[src/common/mmul_pkg.sv]
// Shared definitions for the mmul matrix-multiply subsystem.
// Holds datapath widths, register map, the write-word union, the beat
// and control structs and the controller state encoding.
// Every mmul module pulls these in with a wildcard import in its header.

package mmul_pkg;

  // Datapath widths
  localparam int unsigned DATA_W = 16;
  localparam int unsigned ACC_W  = 32;
  localparam int unsigned DIM_W  = 16;

  // Upper bound on the PE count, sizes the beat struct
  localparam int unsigned MAX_PE = 4;

  // Register port
  localparam int unsigned REG_AW = 2;
  localparam int unsigned REG_DW = 32;

  localparam logic [REG_AW-1:0] REG_CMD    = 2'd0;
  localparam logic [REG_AW-1:0] REG_DIMS   = 2'd1;
  localparam logic [REG_AW-1:0] REG_STATUS = 2'd2;

  // Job dimensions, M rows of X and inner dimension K
  typedef struct packed {
    logic [DIM_W-1:0] m;
    logic [DIM_W-1:0] k;
  } mmul_dims_t;

  // Command view of the write word
  typedef struct packed {
    logic [REG_DW-3:0] rsvd;
    logic              soft_clear;
    logic              start;
  } mmul_cmd_t;

  // One write word, decoded by address as a command or as dimensions
  typedef union packed {
    mmul_cmd_t  cmd;
    mmul_dims_t dims;
  } mmul_cfg_word_u;

  // Job controls from the controller to the engine
  typedef struct packed {
    logic clear;
    logic first_load;
    logic computing;
  } mmul_ctrl_t;

  // One input beat: an X element and one W row slice
  typedef struct packed {
    logic [DATA_W-1:0]             x;
    logic [MAX_PE-1:0][DATA_W-1:0] w;
  } mmul_beat_t;

  // Controller states
  typedef enum logic [1:0] {
    MMUL_IDLE,
    MMUL_STARTING,
    MMUL_COMPUTING,
    MMUL_FINISHED
  } mmul_state_e;

endpackage : mmul_pkg
[src/rtl/mmul_top.sv]
// Top level of the mmul accelerator, computing Z = X * W.
// Wires the register block and controller to the engine: feeder, a
// generate loop of NUM_PE PEs and the row collector.

`timescale 1ns/10ps

module mmul_top
  import mmul_pkg::*;
#(
  parameter int unsigned NUM_PE = 4
)(
  input  logic                         clk_i,
  input  logic                         rst_ni,
  input  logic                         reg_we_i,
  input  logic                         reg_re_i,
  input  logic [REG_AW-1:0]            reg_addr_i,
  input  mmul_cfg_word_u               reg_wdata_i,
  output logic [REG_DW-1:0]            reg_rdata_o,
  input  logic                         beat_valid_i,
  input  mmul_beat_t                   beat_i,
  output logic                         z_valid_o,
  output logic [NUM_PE-1:0][ACC_W-1:0] z_row_o,
  output logic                         busy_o,
  output logic                         done_o
);

  mmul_dims_t                   dims;
  mmul_ctrl_t                   ctrl;
  mmul_beat_t                   op;
  logic                         start_req;
  logic                         soft_clear;
  logic                         rows_done;
  logic                         op_valid;
  logic                         first;
  logic                         last;
  logic                         row_ready;
  logic [NUM_PE-1:0][ACC_W-1:0] acc;

  // Beat struct only has room for MAX_PE lanes
  if (NUM_PE < 1 || NUM_PE > MAX_PE) begin : g_num_pe_check
    $error("NUM_PE must be between 1 and MAX_PE");
  end

  mmul_regs i_regs (
    .clk_i, .rst_ni, .reg_we_i, .reg_re_i, .reg_addr_i, .reg_wdata_i, .reg_rdata_o,
    .busy_i       ( busy_o     ),
    .done_i       ( done_o     ),
    .dims_o       ( dims       ),
    .start_o      ( start_req  ),
    .soft_clear_o ( soft_clear )
  );

  mmul_ctrl i_ctrl (
    .clk_i, .rst_ni,
    .start_i      ( start_req  ),
    .soft_clear_i ( soft_clear ),
    .rows_done_i  ( rows_done  ),
    .ctrl_o       ( ctrl       ),
    .busy_o, .done_o
  );

  mmul_feeder #(.NUM_PE(NUM_PE)) i_feeder (
    .clk_i, .rst_ni, .beat_valid_i, .beat_i,
    .ctrl_i ( ctrl ), .dims_i ( dims ),
    .op_valid_o ( op_valid ), .op_o ( op ), .first_o ( first ), .last_o ( last )
  );

  // PE array, one Z column each
  for (genvar i = 0; i < NUM_PE; i++) begin : g_pe
    mmul_pe i_pe (
      .clk_i, .rst_ni,
      .clear_i    ( ctrl.clear ),
      .op_valid_i ( op_valid   ),
      .first_i    ( first      ),
      .x_i        ( op.x       ),
      .w_i        ( op.w[i]    ),
      .acc_o      ( acc[i]     )
    );
  end

  // Last beat delayed to line up with the PE accumulate edge
  always_ff @(posedge clk_i or negedge rst_ni) begin
    if (!rst_ni) begin
      row_ready <= 1'b0;
    end else begin
      row_ready <= op_valid && last && !ctrl.clear;
    end
  end

  mmul_collector #(.NUM_PE(NUM_PE)) i_collector (
    .clk_i, .rst_ni, .z_valid_o, .z_row_o,
    .ctrl_i ( ctrl ), .dims_i ( dims ), .row_ready_i ( row_ready ),
    .acc_i  ( acc  ), .rows_done_o ( rows_done )
  );

endmodule : mmul_top

[src/engine/mmul_collector.sv]
// Output stage of the mmul engine.
// Captures the PE accumulators when a row completes, presents them as a
// one-cycle Z row and counts rows against M. rows_done_o pulses with the
// last row of the job.

`timescale 1ns/10ps

module mmul_collector
  import mmul_pkg::*;
#(
  parameter int unsigned NUM_PE = 4
)(
  input  logic                         clk_i,
  input  logic                         rst_ni,
  input  mmul_ctrl_t                   ctrl_i,
  input  mmul_dims_t                   dims_i,
  input  logic                         row_ready_i,
  input  logic [NUM_PE-1:0][ACC_W-1:0] acc_i,
  output logic                         z_valid_o,
  output logic [NUM_PE-1:0][ACC_W-1:0] z_row_o,
  output logic                         rows_done_o
);

  logic [DIM_W-1:0] row_cnt_q;
  logic             row_last;

  assign row_last = (row_cnt_q == dims_i.m - DIM_W'(1));

  // Row counter and strobes
  always_ff @(posedge clk_i or negedge rst_ni) begin
    if (!rst_ni) begin
      row_cnt_q   <= '0;
      z_valid_o   <= 1'b0;
      rows_done_o <= 1'b0;
    end else if (ctrl_i.clear || ctrl_i.first_load) begin
      row_cnt_q   <= '0;
      z_valid_o   <= 1'b0;
      rows_done_o <= 1'b0;
    end else begin
      z_valid_o   <= row_ready_i;
      rows_done_o <= row_ready_i && row_last;
      if (row_ready_i) begin
        row_cnt_q <= row_last ? '0 : row_cnt_q + DIM_W'(1);
      end
    end
  end

  // Row capture, before the next row's first beat overwrites the PEs
  always_ff @(posedge clk_i) begin
    if (row_ready_i) begin
      z_row_o <= acc_i;
    end
  end

endmodule : mmul_collector

[src/engine/mmul_pe.sv]
// One multiply-accumulate PE of the mmul engine, owning one Z column.
// Multiplies signed X and W operands and accumulates, loading the bare
// product on the first beat of a row. The sum wraps at ACC_W bits.

`timescale 1ns/10ps

module mmul_pe
  import mmul_pkg::*;
(
  input  logic                     clk_i,
  input  logic                     rst_ni,
  input  logic                     clear_i,
  input  logic                     op_valid_i,
  input  logic                     first_i,
  input  logic signed [DATA_W-1:0] x_i,
  input  logic signed [DATA_W-1:0] w_i,
  output logic        [ACC_W-1:0]  acc_o
);

  logic signed [ACC_W-1:0] prod;
  logic signed [ACC_W-1:0] acc_q;

  // Full product fits the accumulator width
  assign prod = ACC_W'(x_i * w_i);

  always_ff @(posedge clk_i or negedge rst_ni) begin
    if (!rst_ni) begin
      acc_q <= '0;
    end else if (clear_i) begin
      acc_q <= '0;
    end else if (op_valid_i) begin
      // Start a new row or keep summing
      acc_q <= first_i ? prod : acc_q + prod;
    end
  end

  assign acc_o = acc_q;

endmodule : mmul_pe

[src/engine/mmul_feeder.sv]
// Input stage of the mmul engine.
// Accepts beats only while computing, registers them for the PE array
// and counts sampled beats against K to flag the first and last beat
// of every output row.

`timescale 1ns/10ps

module mmul_feeder
  import mmul_pkg::*;
#(
  parameter int unsigned NUM_PE = 4
)(
  input  logic       clk_i,
  input  logic       rst_ni,
  input  mmul_ctrl_t ctrl_i,
  input  mmul_dims_t dims_i,
  input  logic       beat_valid_i,
  input  mmul_beat_t beat_i,
  output logic       op_valid_o,
  output mmul_beat_t op_o,
  output logic       first_o,
  output logic       last_o
);

  logic [DIM_W-1:0] k_cnt_q;
  logic             take;
  logic             k_last;
  mmul_beat_t       beat_m;

  // Beats outside COMPUTING are dropped
  assign take   = beat_valid_i && ctrl_i.computing && !ctrl_i.clear;
  assign k_last = (k_cnt_q == dims_i.k - DIM_W'(1));

  // Zero the W lanes that have no PE behind them
  always_comb begin
    beat_m.x = beat_i.x;
    for (int i = 0; i < MAX_PE; i++) begin
      beat_m.w[i] = (i < NUM_PE) ? beat_i.w[i] : '0;
    end
  end

  // K counter and flags
  always_ff @(posedge clk_i or negedge rst_ni) begin
    if (!rst_ni) begin
      k_cnt_q    <= '0;
      op_valid_o <= 1'b0;
      first_o    <= 1'b0;
      last_o     <= 1'b0;
    end else if (ctrl_i.clear || ctrl_i.first_load) begin
      k_cnt_q    <= '0;
      op_valid_o <= 1'b0;
      first_o    <= 1'b0;
      last_o     <= 1'b0;
    end else begin
      op_valid_o <= take;
      if (take) begin
        first_o <= (k_cnt_q == '0);
        last_o  <= k_last;
        // Wrap at the end of a row
        k_cnt_q <= k_last ? '0 : k_cnt_q + DIM_W'(1);
      end
    end
  end

  // Operand register
  always_ff @(posedge clk_i) begin
    if (take) begin
      op_o <= beat_m;
    end
  end

endmodule : mmul_feeder

[src/rtl/mmul_ctrl.sv]
// Controller FSM of the mmul subsystem.
// Sequences one job through IDLE, STARTING, COMPUTING and FINISHED and
// decodes busy, done and the engine job controls from the state.
// A soft clear sends the FSM back to IDLE at the next edge.

`timescale 1ns/10ps

module mmul_ctrl
  import mmul_pkg::*;
(
  input  logic       clk_i,
  input  logic       rst_ni,
  input  logic       start_i,
  input  logic       soft_clear_i,
  input  logic       rows_done_i,
  output mmul_ctrl_t ctrl_o,
  output logic       busy_o,
  output logic       done_o
);

  mmul_state_e state_q;
  mmul_state_e state_d;

  // State register
  always_ff @(posedge clk_i or negedge rst_ni) begin
    if (!rst_ni) begin
      state_q <= MMUL_IDLE;
    end else begin
      state_q <= state_d;
    end
  end

  // Next-state logic
  always_comb begin
    state_d = state_q;
    case (state_q)
      MMUL_IDLE: begin
        if (start_i) begin
          state_d = MMUL_STARTING;
        end
      end
      // One cycle for the engine counters to reload
      MMUL_STARTING: begin
        state_d = MMUL_COMPUTING;
      end
      // Leave once the collector has emitted M rows
      MMUL_COMPUTING: begin
        if (rows_done_i) begin
          state_d = MMUL_FINISHED;
        end
      end
      MMUL_FINISHED: begin
        state_d = MMUL_IDLE;
      end
      default: begin
        state_d = MMUL_IDLE;
      end
    endcase
    // Soft clear wins over any transition
    if (soft_clear_i) begin
      state_d = MMUL_IDLE;
    end
  end

  // Status decode
  assign busy_o = (state_q == MMUL_STARTING) || (state_q == MMUL_COMPUTING);
  assign done_o = (state_q == MMUL_FINISHED);

  // Engine controls
  assign ctrl_o.first_load = (state_q == MMUL_STARTING);
  assign ctrl_o.computing  = (state_q == MMUL_COMPUTING);
  // Flush the engine at the end of a job or on soft clear
  assign ctrl_o.clear      = soft_clear_i || (state_q == MMUL_FINISHED);

endmodule : mmul_ctrl

[src/rtl/mmul_regs.sv]
// Register block of the mmul subsystem.
// Decodes command and dimension writes, latches and validates the job
// dimensions on start, and answers status reads one cycle after the read.

`timescale 1ns/10ps

module mmul_regs
  import mmul_pkg::*;
(
  input  logic                  clk_i,
  input  logic                  rst_ni,
  input  logic                  reg_we_i,
  input  logic                  reg_re_i,
  input  logic [REG_AW-1:0]     reg_addr_i,
  input  mmul_cfg_word_u        reg_wdata_i,
  output logic [REG_DW-1:0]     reg_rdata_o,
  input  logic                  busy_i,
  input  logic                  done_i,
  output mmul_dims_t            dims_o,
  output logic                  start_o,
  output logic                  soft_clear_o
);

  mmul_dims_t dims_q;
  logic       err_q;
  logic       done_q;
  logic       cmd_we;
  logic       start_cmd;
  logic       dims_ok;
  logic       start_ok;
  logic       start_bad;

  // Command write decode
  assign cmd_we    = reg_we_i && (reg_addr_i == REG_CMD);
  // A start is dropped while a job runs or its start pulse is pending
  assign start_cmd = cmd_we && reg_wdata_i.cmd.start && !reg_wdata_i.cmd.soft_clear &&
                     !busy_i && !start_o;
  assign dims_ok   = (dims_q.m != '0) && (dims_q.k != '0);
  assign start_ok  = start_cmd && dims_ok;
  assign start_bad = start_cmd && !dims_ok;

  always_ff @(posedge clk_i or negedge rst_ni) begin
    if (!rst_ni) begin
      dims_q       <= '0;
      dims_o       <= '0;
      err_q        <= 1'b0;
      done_q       <= 1'b0;
      start_o      <= 1'b0;
      soft_clear_o <= 1'b0;
    end else begin
      start_o      <= start_ok;
      soft_clear_o <= cmd_we && reg_wdata_i.cmd.soft_clear;
      // Programmed dimensions, free to change during a job
      if (reg_we_i && (reg_addr_i == REG_DIMS)) begin
        dims_q <= reg_wdata_i.dims;
      end
      // Sticky done from the controller
      if (done_i) begin
        done_q <= 1'b1;
      end
      // Job copy of the dimensions taken on a valid start
      if (start_ok) begin
        dims_o <= dims_q;
        err_q  <= 1'b0;
        done_q <= 1'b0;
      end else if (start_bad) begin
        err_q <= 1'b1;
      end
    end
  end

  // Read data, one cycle after the strobe
  always_ff @(posedge clk_i or negedge rst_ni) begin
    if (!rst_ni) begin
      reg_rdata_o <= '0;
    end else if (reg_re_i) begin
      case (reg_addr_i)
        REG_DIMS:   reg_rdata_o <= dims_q;
        REG_STATUS: reg_rdata_o <= {{(REG_DW-3){1'b0}}, done_q, err_q, busy_i};
        default:    reg_rdata_o <= '0;
      endcase
    end
  end

endmodule : mmul_regs

[config.mk]
export PLATFORM = sky130hd
export DESIGN_NAME = mmul_top
export DESIGN_NICKNAME = d
export VERILOG_FILES = /design/src/common/mmul_pkg.sv /design/src/rtl/mmul_top.sv /design/src/engine/mmul_collector.sv /design/src/engine/mmul_pe.sv /design/src/engine/mmul_feeder.sv /design/src/rtl/mmul_ctrl.sv /design/src/rtl/mmul_regs.sv
export SDC_FILE = /design/constraint.sdc
export NUM_CORES = 2
export LEC_CHECK = 0
export BUFFER_PORTS_ARGS = -buffer_cell sky130_fd_sc_hd__buf_2
export CAP_MARGIN = 40
export CORE_ASPECT_RATIO = 1.5
export CORE_MARGIN = 2
export CORE_UTILIZATION = 37
export CTS_BUF_LIST = sky130_fd_sc_hd__clkbuf_4 sky130_fd_sc_hd__clkbuf_8
export CTS_CLUSTER_DIAMETER = 80
export DETAILED_ROUTE_END_ITERATION = 7
export GPL_TIMING_DRIVEN = 1
export SLEW_MARGIN = 0
export SYNTH_ARGS = -nofsm -noshare
export SYNTH_HDL_FRONTEND = slang
export SYNTH_SLANG_ARGS = --single-unit
[constraint.sdc]
create_clock -name clk_i -period 11.42 [get_ports clk_i]
set_input_delay 1.713 -clock clk_i [delete_from_list [all_inputs] [get_ports clk_i]]
set_output_delay 1.713 -clock clk_i [all_outputs]
set_load 0.005 [all_outputs]
======== Yosys cells after proc, flatten, opt, wreduce, memory -nomap -nowiden ========
Cells that the tools add are included.
word-level totals
  bits in registers ....................... 476
  input port bits ......................... 119
  output and inout bits ................... 163
cells by class
  add/subtract/negate cells ............... 8
  multiply operators ...................... 4
  equality and inequality tests ........... 9
  muxes and demuxes ....................... 34
  reductions and logical operators ........ 34
operator list
  operator               number
  $mux 32                12
  $add 32x32->32         4
  $mul 16x16->32         4
  $mux 16                6
  $pmux 32 s2            1
  $add 16x1->16 const B  2
  $eq 16x16->1           2
  $reduce_bool 16->1     2
  $sub 16x1->16 const B  2
  $logic_not 16->1       1
  $logic_and 1x1->1      15
  $mux 1                 11
  $reduce_bool 2->1      5
  $pmux 2 s4             1
  $eq 2x2->1 const B     3
  $mux 2                 3
  $logic_not 1->1        5
  $eq 2x1->1 const B     2
  $logic_not 2->1        2
  $logic_or 1x1->1       3
  $ne 3x2->1 const B     1
  $ne 3x3->1 const B     1
  $reduce_and 2->1       1

======== Logic depth before layout (Yosys ltp) ========
  depth in word-level cells ............... 9
  gate-level depth with buffers ........... 37
  depth with buffers taken out ............ 34

======== Modules after synthesis ========
From an unflattened synthesis, not the netlist that was laid out.
unflattened totals
  cell total of the unflattened synthesis .. 6850
  area, all modules ....................... 65883.2 µm²
modules (own cells, without submodules)
  module                      times used  cells each  area each (µm²)
  mmul_pe (g_pe[1].i_pe ...)  2           1487        13035.0
  mmul_pe (g_pe[0].i_pe)      1           1509        13170.1
  mmul_pe (g_pe[3].i_pe)      1           1457        12934.9
  mmul_collector              1           316         5444.0
  mmul_regs                   1           301         4042.6
  mmul_feeder                 1           272         3991.3
  mmul_ctrl                   1           19          196.4
  mmul_top                    1           2           33.8

======== Worst setup path before layout ========
Ideal clock, no wire load.
  path kind ............................... reg2reg
  start ................................... reg i_feeder.op_o[74] (netlist bit)
  end ..................................... reg g_pe[2].i_pe.acc_q[31]
  data arrival time ....................... 7859 ps
  required time ........................... 11284 ps
  setup slack ............................. 3424 ps
  cell stages (with the launch flop) ...... 33
  buffers on the path ..................... 3
  clock period less this slack ............ 7996 ps
  cells stage by stage .................... edfxtp_1 > clkbuf_1 > clkbuf_1 > nand2_1 > fa_1 > fa_1 > fa_1 > fa_1 > inv_1 > fa_1 > fa_1 > ha_1 > a21boi_0 > o21ai_0 > or3_1 > a21oi_1 > o21a_1 > nor2_1 > o21ai_0 > xor2_1 > ha_1 > clkbuf_1 > a21o_1 > a21o_1 > a21oi_1 > o21a_1 > nor2_1 > a211o_1 > a21o_1 > o41ai_1 > mux2i_1 > xnor2_1 > o21ai_0
on the way
  longest elaborated chain between the ends .. 5
ends and longest elaborated chain
  what                      RTL line           text
  start: declaration        mmul_feeder.sv:20  output mmul_beat_t op_o,
  start signal: assignment  mmul_feeder.sv:68  op_o <= beat_m;
  $mul 16x16->32 (*)        mmul_pe.sv:24      assign prod = ACC_W'(x_i * w_i);
  $add 32x32->32            mmul_pe.sv:33      acc_q <= first_i ? prod : acc_q + prod;
  $mux 32 (*)               mmul_pe.sv:33
  $mux 32 (*)               mmul_pe.sv:31      end else if (op_valid_i) begin
  $mux 32 (*)               mmul_pe.sv:29      end else if (clear_i) begin
  end signal: assignment    mmul_pe.sv:33
  end: declaration          mmul_pe.sv:21      logic signed [ACC_W-1:0] acc_q;
Mark *: on every way between the ends. The rest lies on a longest branch, timed or not. The select of a mux whose other input is x is not followed.
A chain may end at the register's enable or synchronous reset.

======== Worst setup path after layout ========
  start ................................... reg i_feeder.op_o[68] (netlist bit)
  end ..................................... reg g_pe[0].i_pe.acc_q[30]
on the way
  longest elaborated chain between the ends .. 5
ends and longest elaborated chain
  what                    RTL line
  $mul 16x16->32 (*)      mmul_pe.sv:24
  $add 32x32->32          mmul_pe.sv:33
  $mux 32 (*)             mmul_pe.sv:33
  $mux 32 (*)             mmul_pe.sv:31
  $mux 32 (*)             mmul_pe.sv:29
  end signal: assignment  mmul_pe.sv:33
  end: declaration        mmul_pe.sv:21
Marks and branches as above.

==> results by group <==
Place
  • Hpwl dp: 147300 µm
  • Port Buffers: 281
  • Placer Congestion: roughly 0.9

CTS
  • Clock Pin Slew Worst Setup and Hold Paths: 0.07 ns
  • CTS tree: built
  • Clock root buffer: clkbuf_8
  • Num Clock Sinks: 476
  • Clock buffer depth: 3
  • Cts bufs inserted: 86
  • Post-CTS Setup Inserts: 0
  • Resized Gates After CTS: 0
  • Max H-tree Level: 3
  • CTS Hold Bufs: 0
  • Worst-Skew Late Latency: 0.85 ns

Critical path
  • Slowest stage cell, crit path: edfxtp_1
  • Startpoint Class: register
  • Required time of the critical path: 12.08 ns
  • CP Max Fanout: 21
  • CP arrival: approximately 10 ns
  • CP Class: register to register
  • R2R Setup Slk: 1.87 ns
  • Crit path launch: i_feeder.op_o[68]
  • R2R Path Start: i_feeder.op_o[68]
  • Most frequent CP cell: fa_1
  • Crit path largest cell delay: between 0.8 and 0.9 ns
  • Crit path capture type: register

Cells and area
  • Synth-to-Final Area Change: 9.331%
  • Area of the multi-input gates: approximately 45000 µm²
  • Commonest non-fill, non-tap cells in the layout: inv_1, fa_1, nand2_1
  • Nets: 8558
  • Register area: 12960 µm²
  • Layout cells sized above 1: 8.165%
  • Most common cell after layout, fill and taps aside: inv_1
  • Fillcell total: 16.86k

GRT
  • Initial antenna violation count: 14
  • Congestion Overflow GR: 0
  • Global-route wire length before repair: 289500 µm
  • Largest net degree at the start of global routing: 111
  • Vias in the first global route: 52.36k
  • Global Route Usage Sum: about a fifth

Logic synthesis
  • Cells after Synth: 6741
  • Synth Flop Type: dfrtp_1
  • Syn avg cell area: ~9.5 µm²
  • Synth cell types: 81
  • Syn nets: 8377
  • Post-synthesis cell area: 63990 µm²
  • Synth async-reset ratio: 56.30%
  • #FFs+latches synth: 476
  • Yosys warnings: 0
  • EDFF count, synth: between 200 and 250
  • Seq/Total Area, Yosys: 20.24%

Drt
  • DR vias: 47.19k
  • Routed WL per cell: around 20 µm
  • Drt drc: 0
  • Via/cell ratio: 5.098
  • Initial drt markers: a little over 2k
  • Drt pass-1 iters: 6
  • DRT antenna net count: 0
  • DRT Wirelength: 182900 µm

Timing
  • Finish-stage setup viols: 0
  • Final TNS setup: 0 ns
  • Worst slew pin tran: 0.9308 ns
  • Slew Viols, Final: 0
  • Final period util: 83.64%
  • Fin. Hold Viols: 0
  • Clock Skews: approximately 0.082 ns
  • Crit path time final: 9.552 ns
  • RSZ-0062 raised after global routing: no
  • Worst slew margin: 37.95%
  • Fmax: 104.7 MHz

Floorplanning
  • Chip height: 513.3 µm
  • Initial Util: 37.31%
  • Width of the die: ~340 µm
  • Ports: around 280
  • Core Area: 171500 µm²
  • Area of the die: about 180000 µm²
  • FP Rows: 186

Min path
  • Min-Delay Path Class: register to register
  • Min-Delay Startpoint: g_pe[0].i_pe.acc_o[25]

Outcome
  • Status: finished clean

Flow run
  • Max Cap Viol: 0
-- Yosys cell counts (all sizes together), types with 8 or more instances --
cell type,instances,share of area [%]
and2,513,5.0
nor4,24,0.23
buf,20,0.16
nand2b,76,0.74
fa,1052,33
a21o,101,1.2
a211oi,23,0.27
dfrtp,268,10
a2111oi,8,0.12
a22oi,22,0.26
o21ai,306,2.4
edfxtp,208,9.8
o22ai,8,0.088
clkbuf,246,1.4
xor2,85,1.2
inv,1301,7.6
nor2b,32,0.31
o21a,38,0.45
a21oi,241,1.9
nor2,254,1.5
nand2,739,4.3
or3,22,0.22
ha,465,9.1
nand4,21,0.21
nand3,85,0.66
o31ai,12,0.14
and3,50,0.49
a31oi,27,0.26
a22o,15,0.21
xnor2,188,2.6
mux2,36,0.63
mux2i,24,0.38
nor3,58,0.45
a211o,8,0.11
nor3b,8,0.094
a221o,20,0.31
o21bai,31,0.36
o211ai,11,0.13
-- worst paths after layout --
check,end,cells after the start
worst max-delay path,g_pe[0].i_pe.acc_o[30],30
worst min-delay path,i_collector.z_row_o[25],0
worst max register to register,g_pe[0].i_pe.acc_o[30],30
worst min register to register,i_collector.z_row_o[25],0
max in group asynchronous,g_pe[1].i_pe.acc_o[6],4
min in group asynchronous,i_regs.reg_rdata_o[27],1
-- cell type report --
type | count | share of cell area [%]
multi-input cells | 4698 | 64.53
flip-flops and latches | 476 | 18.53
inverters | 1301 | 6.980
well taps | 2256 | 4.035
repair buffers | 359 | 3.146
clock buffers | 118 | 2.125
clock inverters | 41 | 0.6385
diodes | 7 | 0.02504
-- per-stage QoR --
step                      instance area [µm²]  util (%)  cells  setup slack, ns  hold slack [ns]
final                                   69960     40.79   9256            1.868           0.4740
after global routing                    69940     40.78   9250            1.415           0.4757
after CTS                               69940     40.78   9249            1.821           0.4671
after detailed placement                68010     39.65   9090            1.867           0.4713
after global placement                  67770     39.51   9077            1.902           0.4593
after floorplan                         63990         -   6741            3.424           0.4423
-- metal layers --
metal / up-vias / part of all wire [%] / GRT usage (%)
met4: 12 / 5.1 / 10.37
li1: 21530 / - / -
met2: 1119 / 55 / 41.01
met1: 24110 / 35 / 21.88
met3: 418 / 4.5 / 3.172
met5: - / 0.042 / 0
-- flip-flops by register name, summed over array words and instances, names as in the netlist, 2 cells and up --
register,flops
g_pe.i_pe.acc_o,128
i_regs.dims_q,32
i_regs.dims_o,32
i_ctrl.state_q,2
i_collector.row_cnt_q,16
i_feeder.k_cnt_q,16
i_feeder.op_o,80
i_regs.reg_rdata_o,32
i_collector.z_row_o,128
-- cell families (layout without fill, tap and decap cells) --
logic type,Yosys count,after routing,synth area share [%]
simple gates,1914,1914,14.69
fa+ha+maj,1517,1517,42.01
mux,60,60,1.009
xor+xnor,273,273,3.737
flops,476,476,20.24
compound gates,934,934,9.081
buf+inv,1567,1819,9.233
other cells,0,7,0
-- critical path: cells and delay by family (launching register included) --
kind	cells	cell delay [ns]
buffers and inverters	4	0.57
adder cells (fa/ha/maj)	8	3.47
AND/OR/NAND/NOR	7	1.51
AO/OA/AOI/OAI	10	2.79
flip-flops	1	0.82
XOR/XNOR	1	0.15
Power is not shown: default switching activity piles up to over one toggle a cycle in this logic, so the estimate is an artifact.
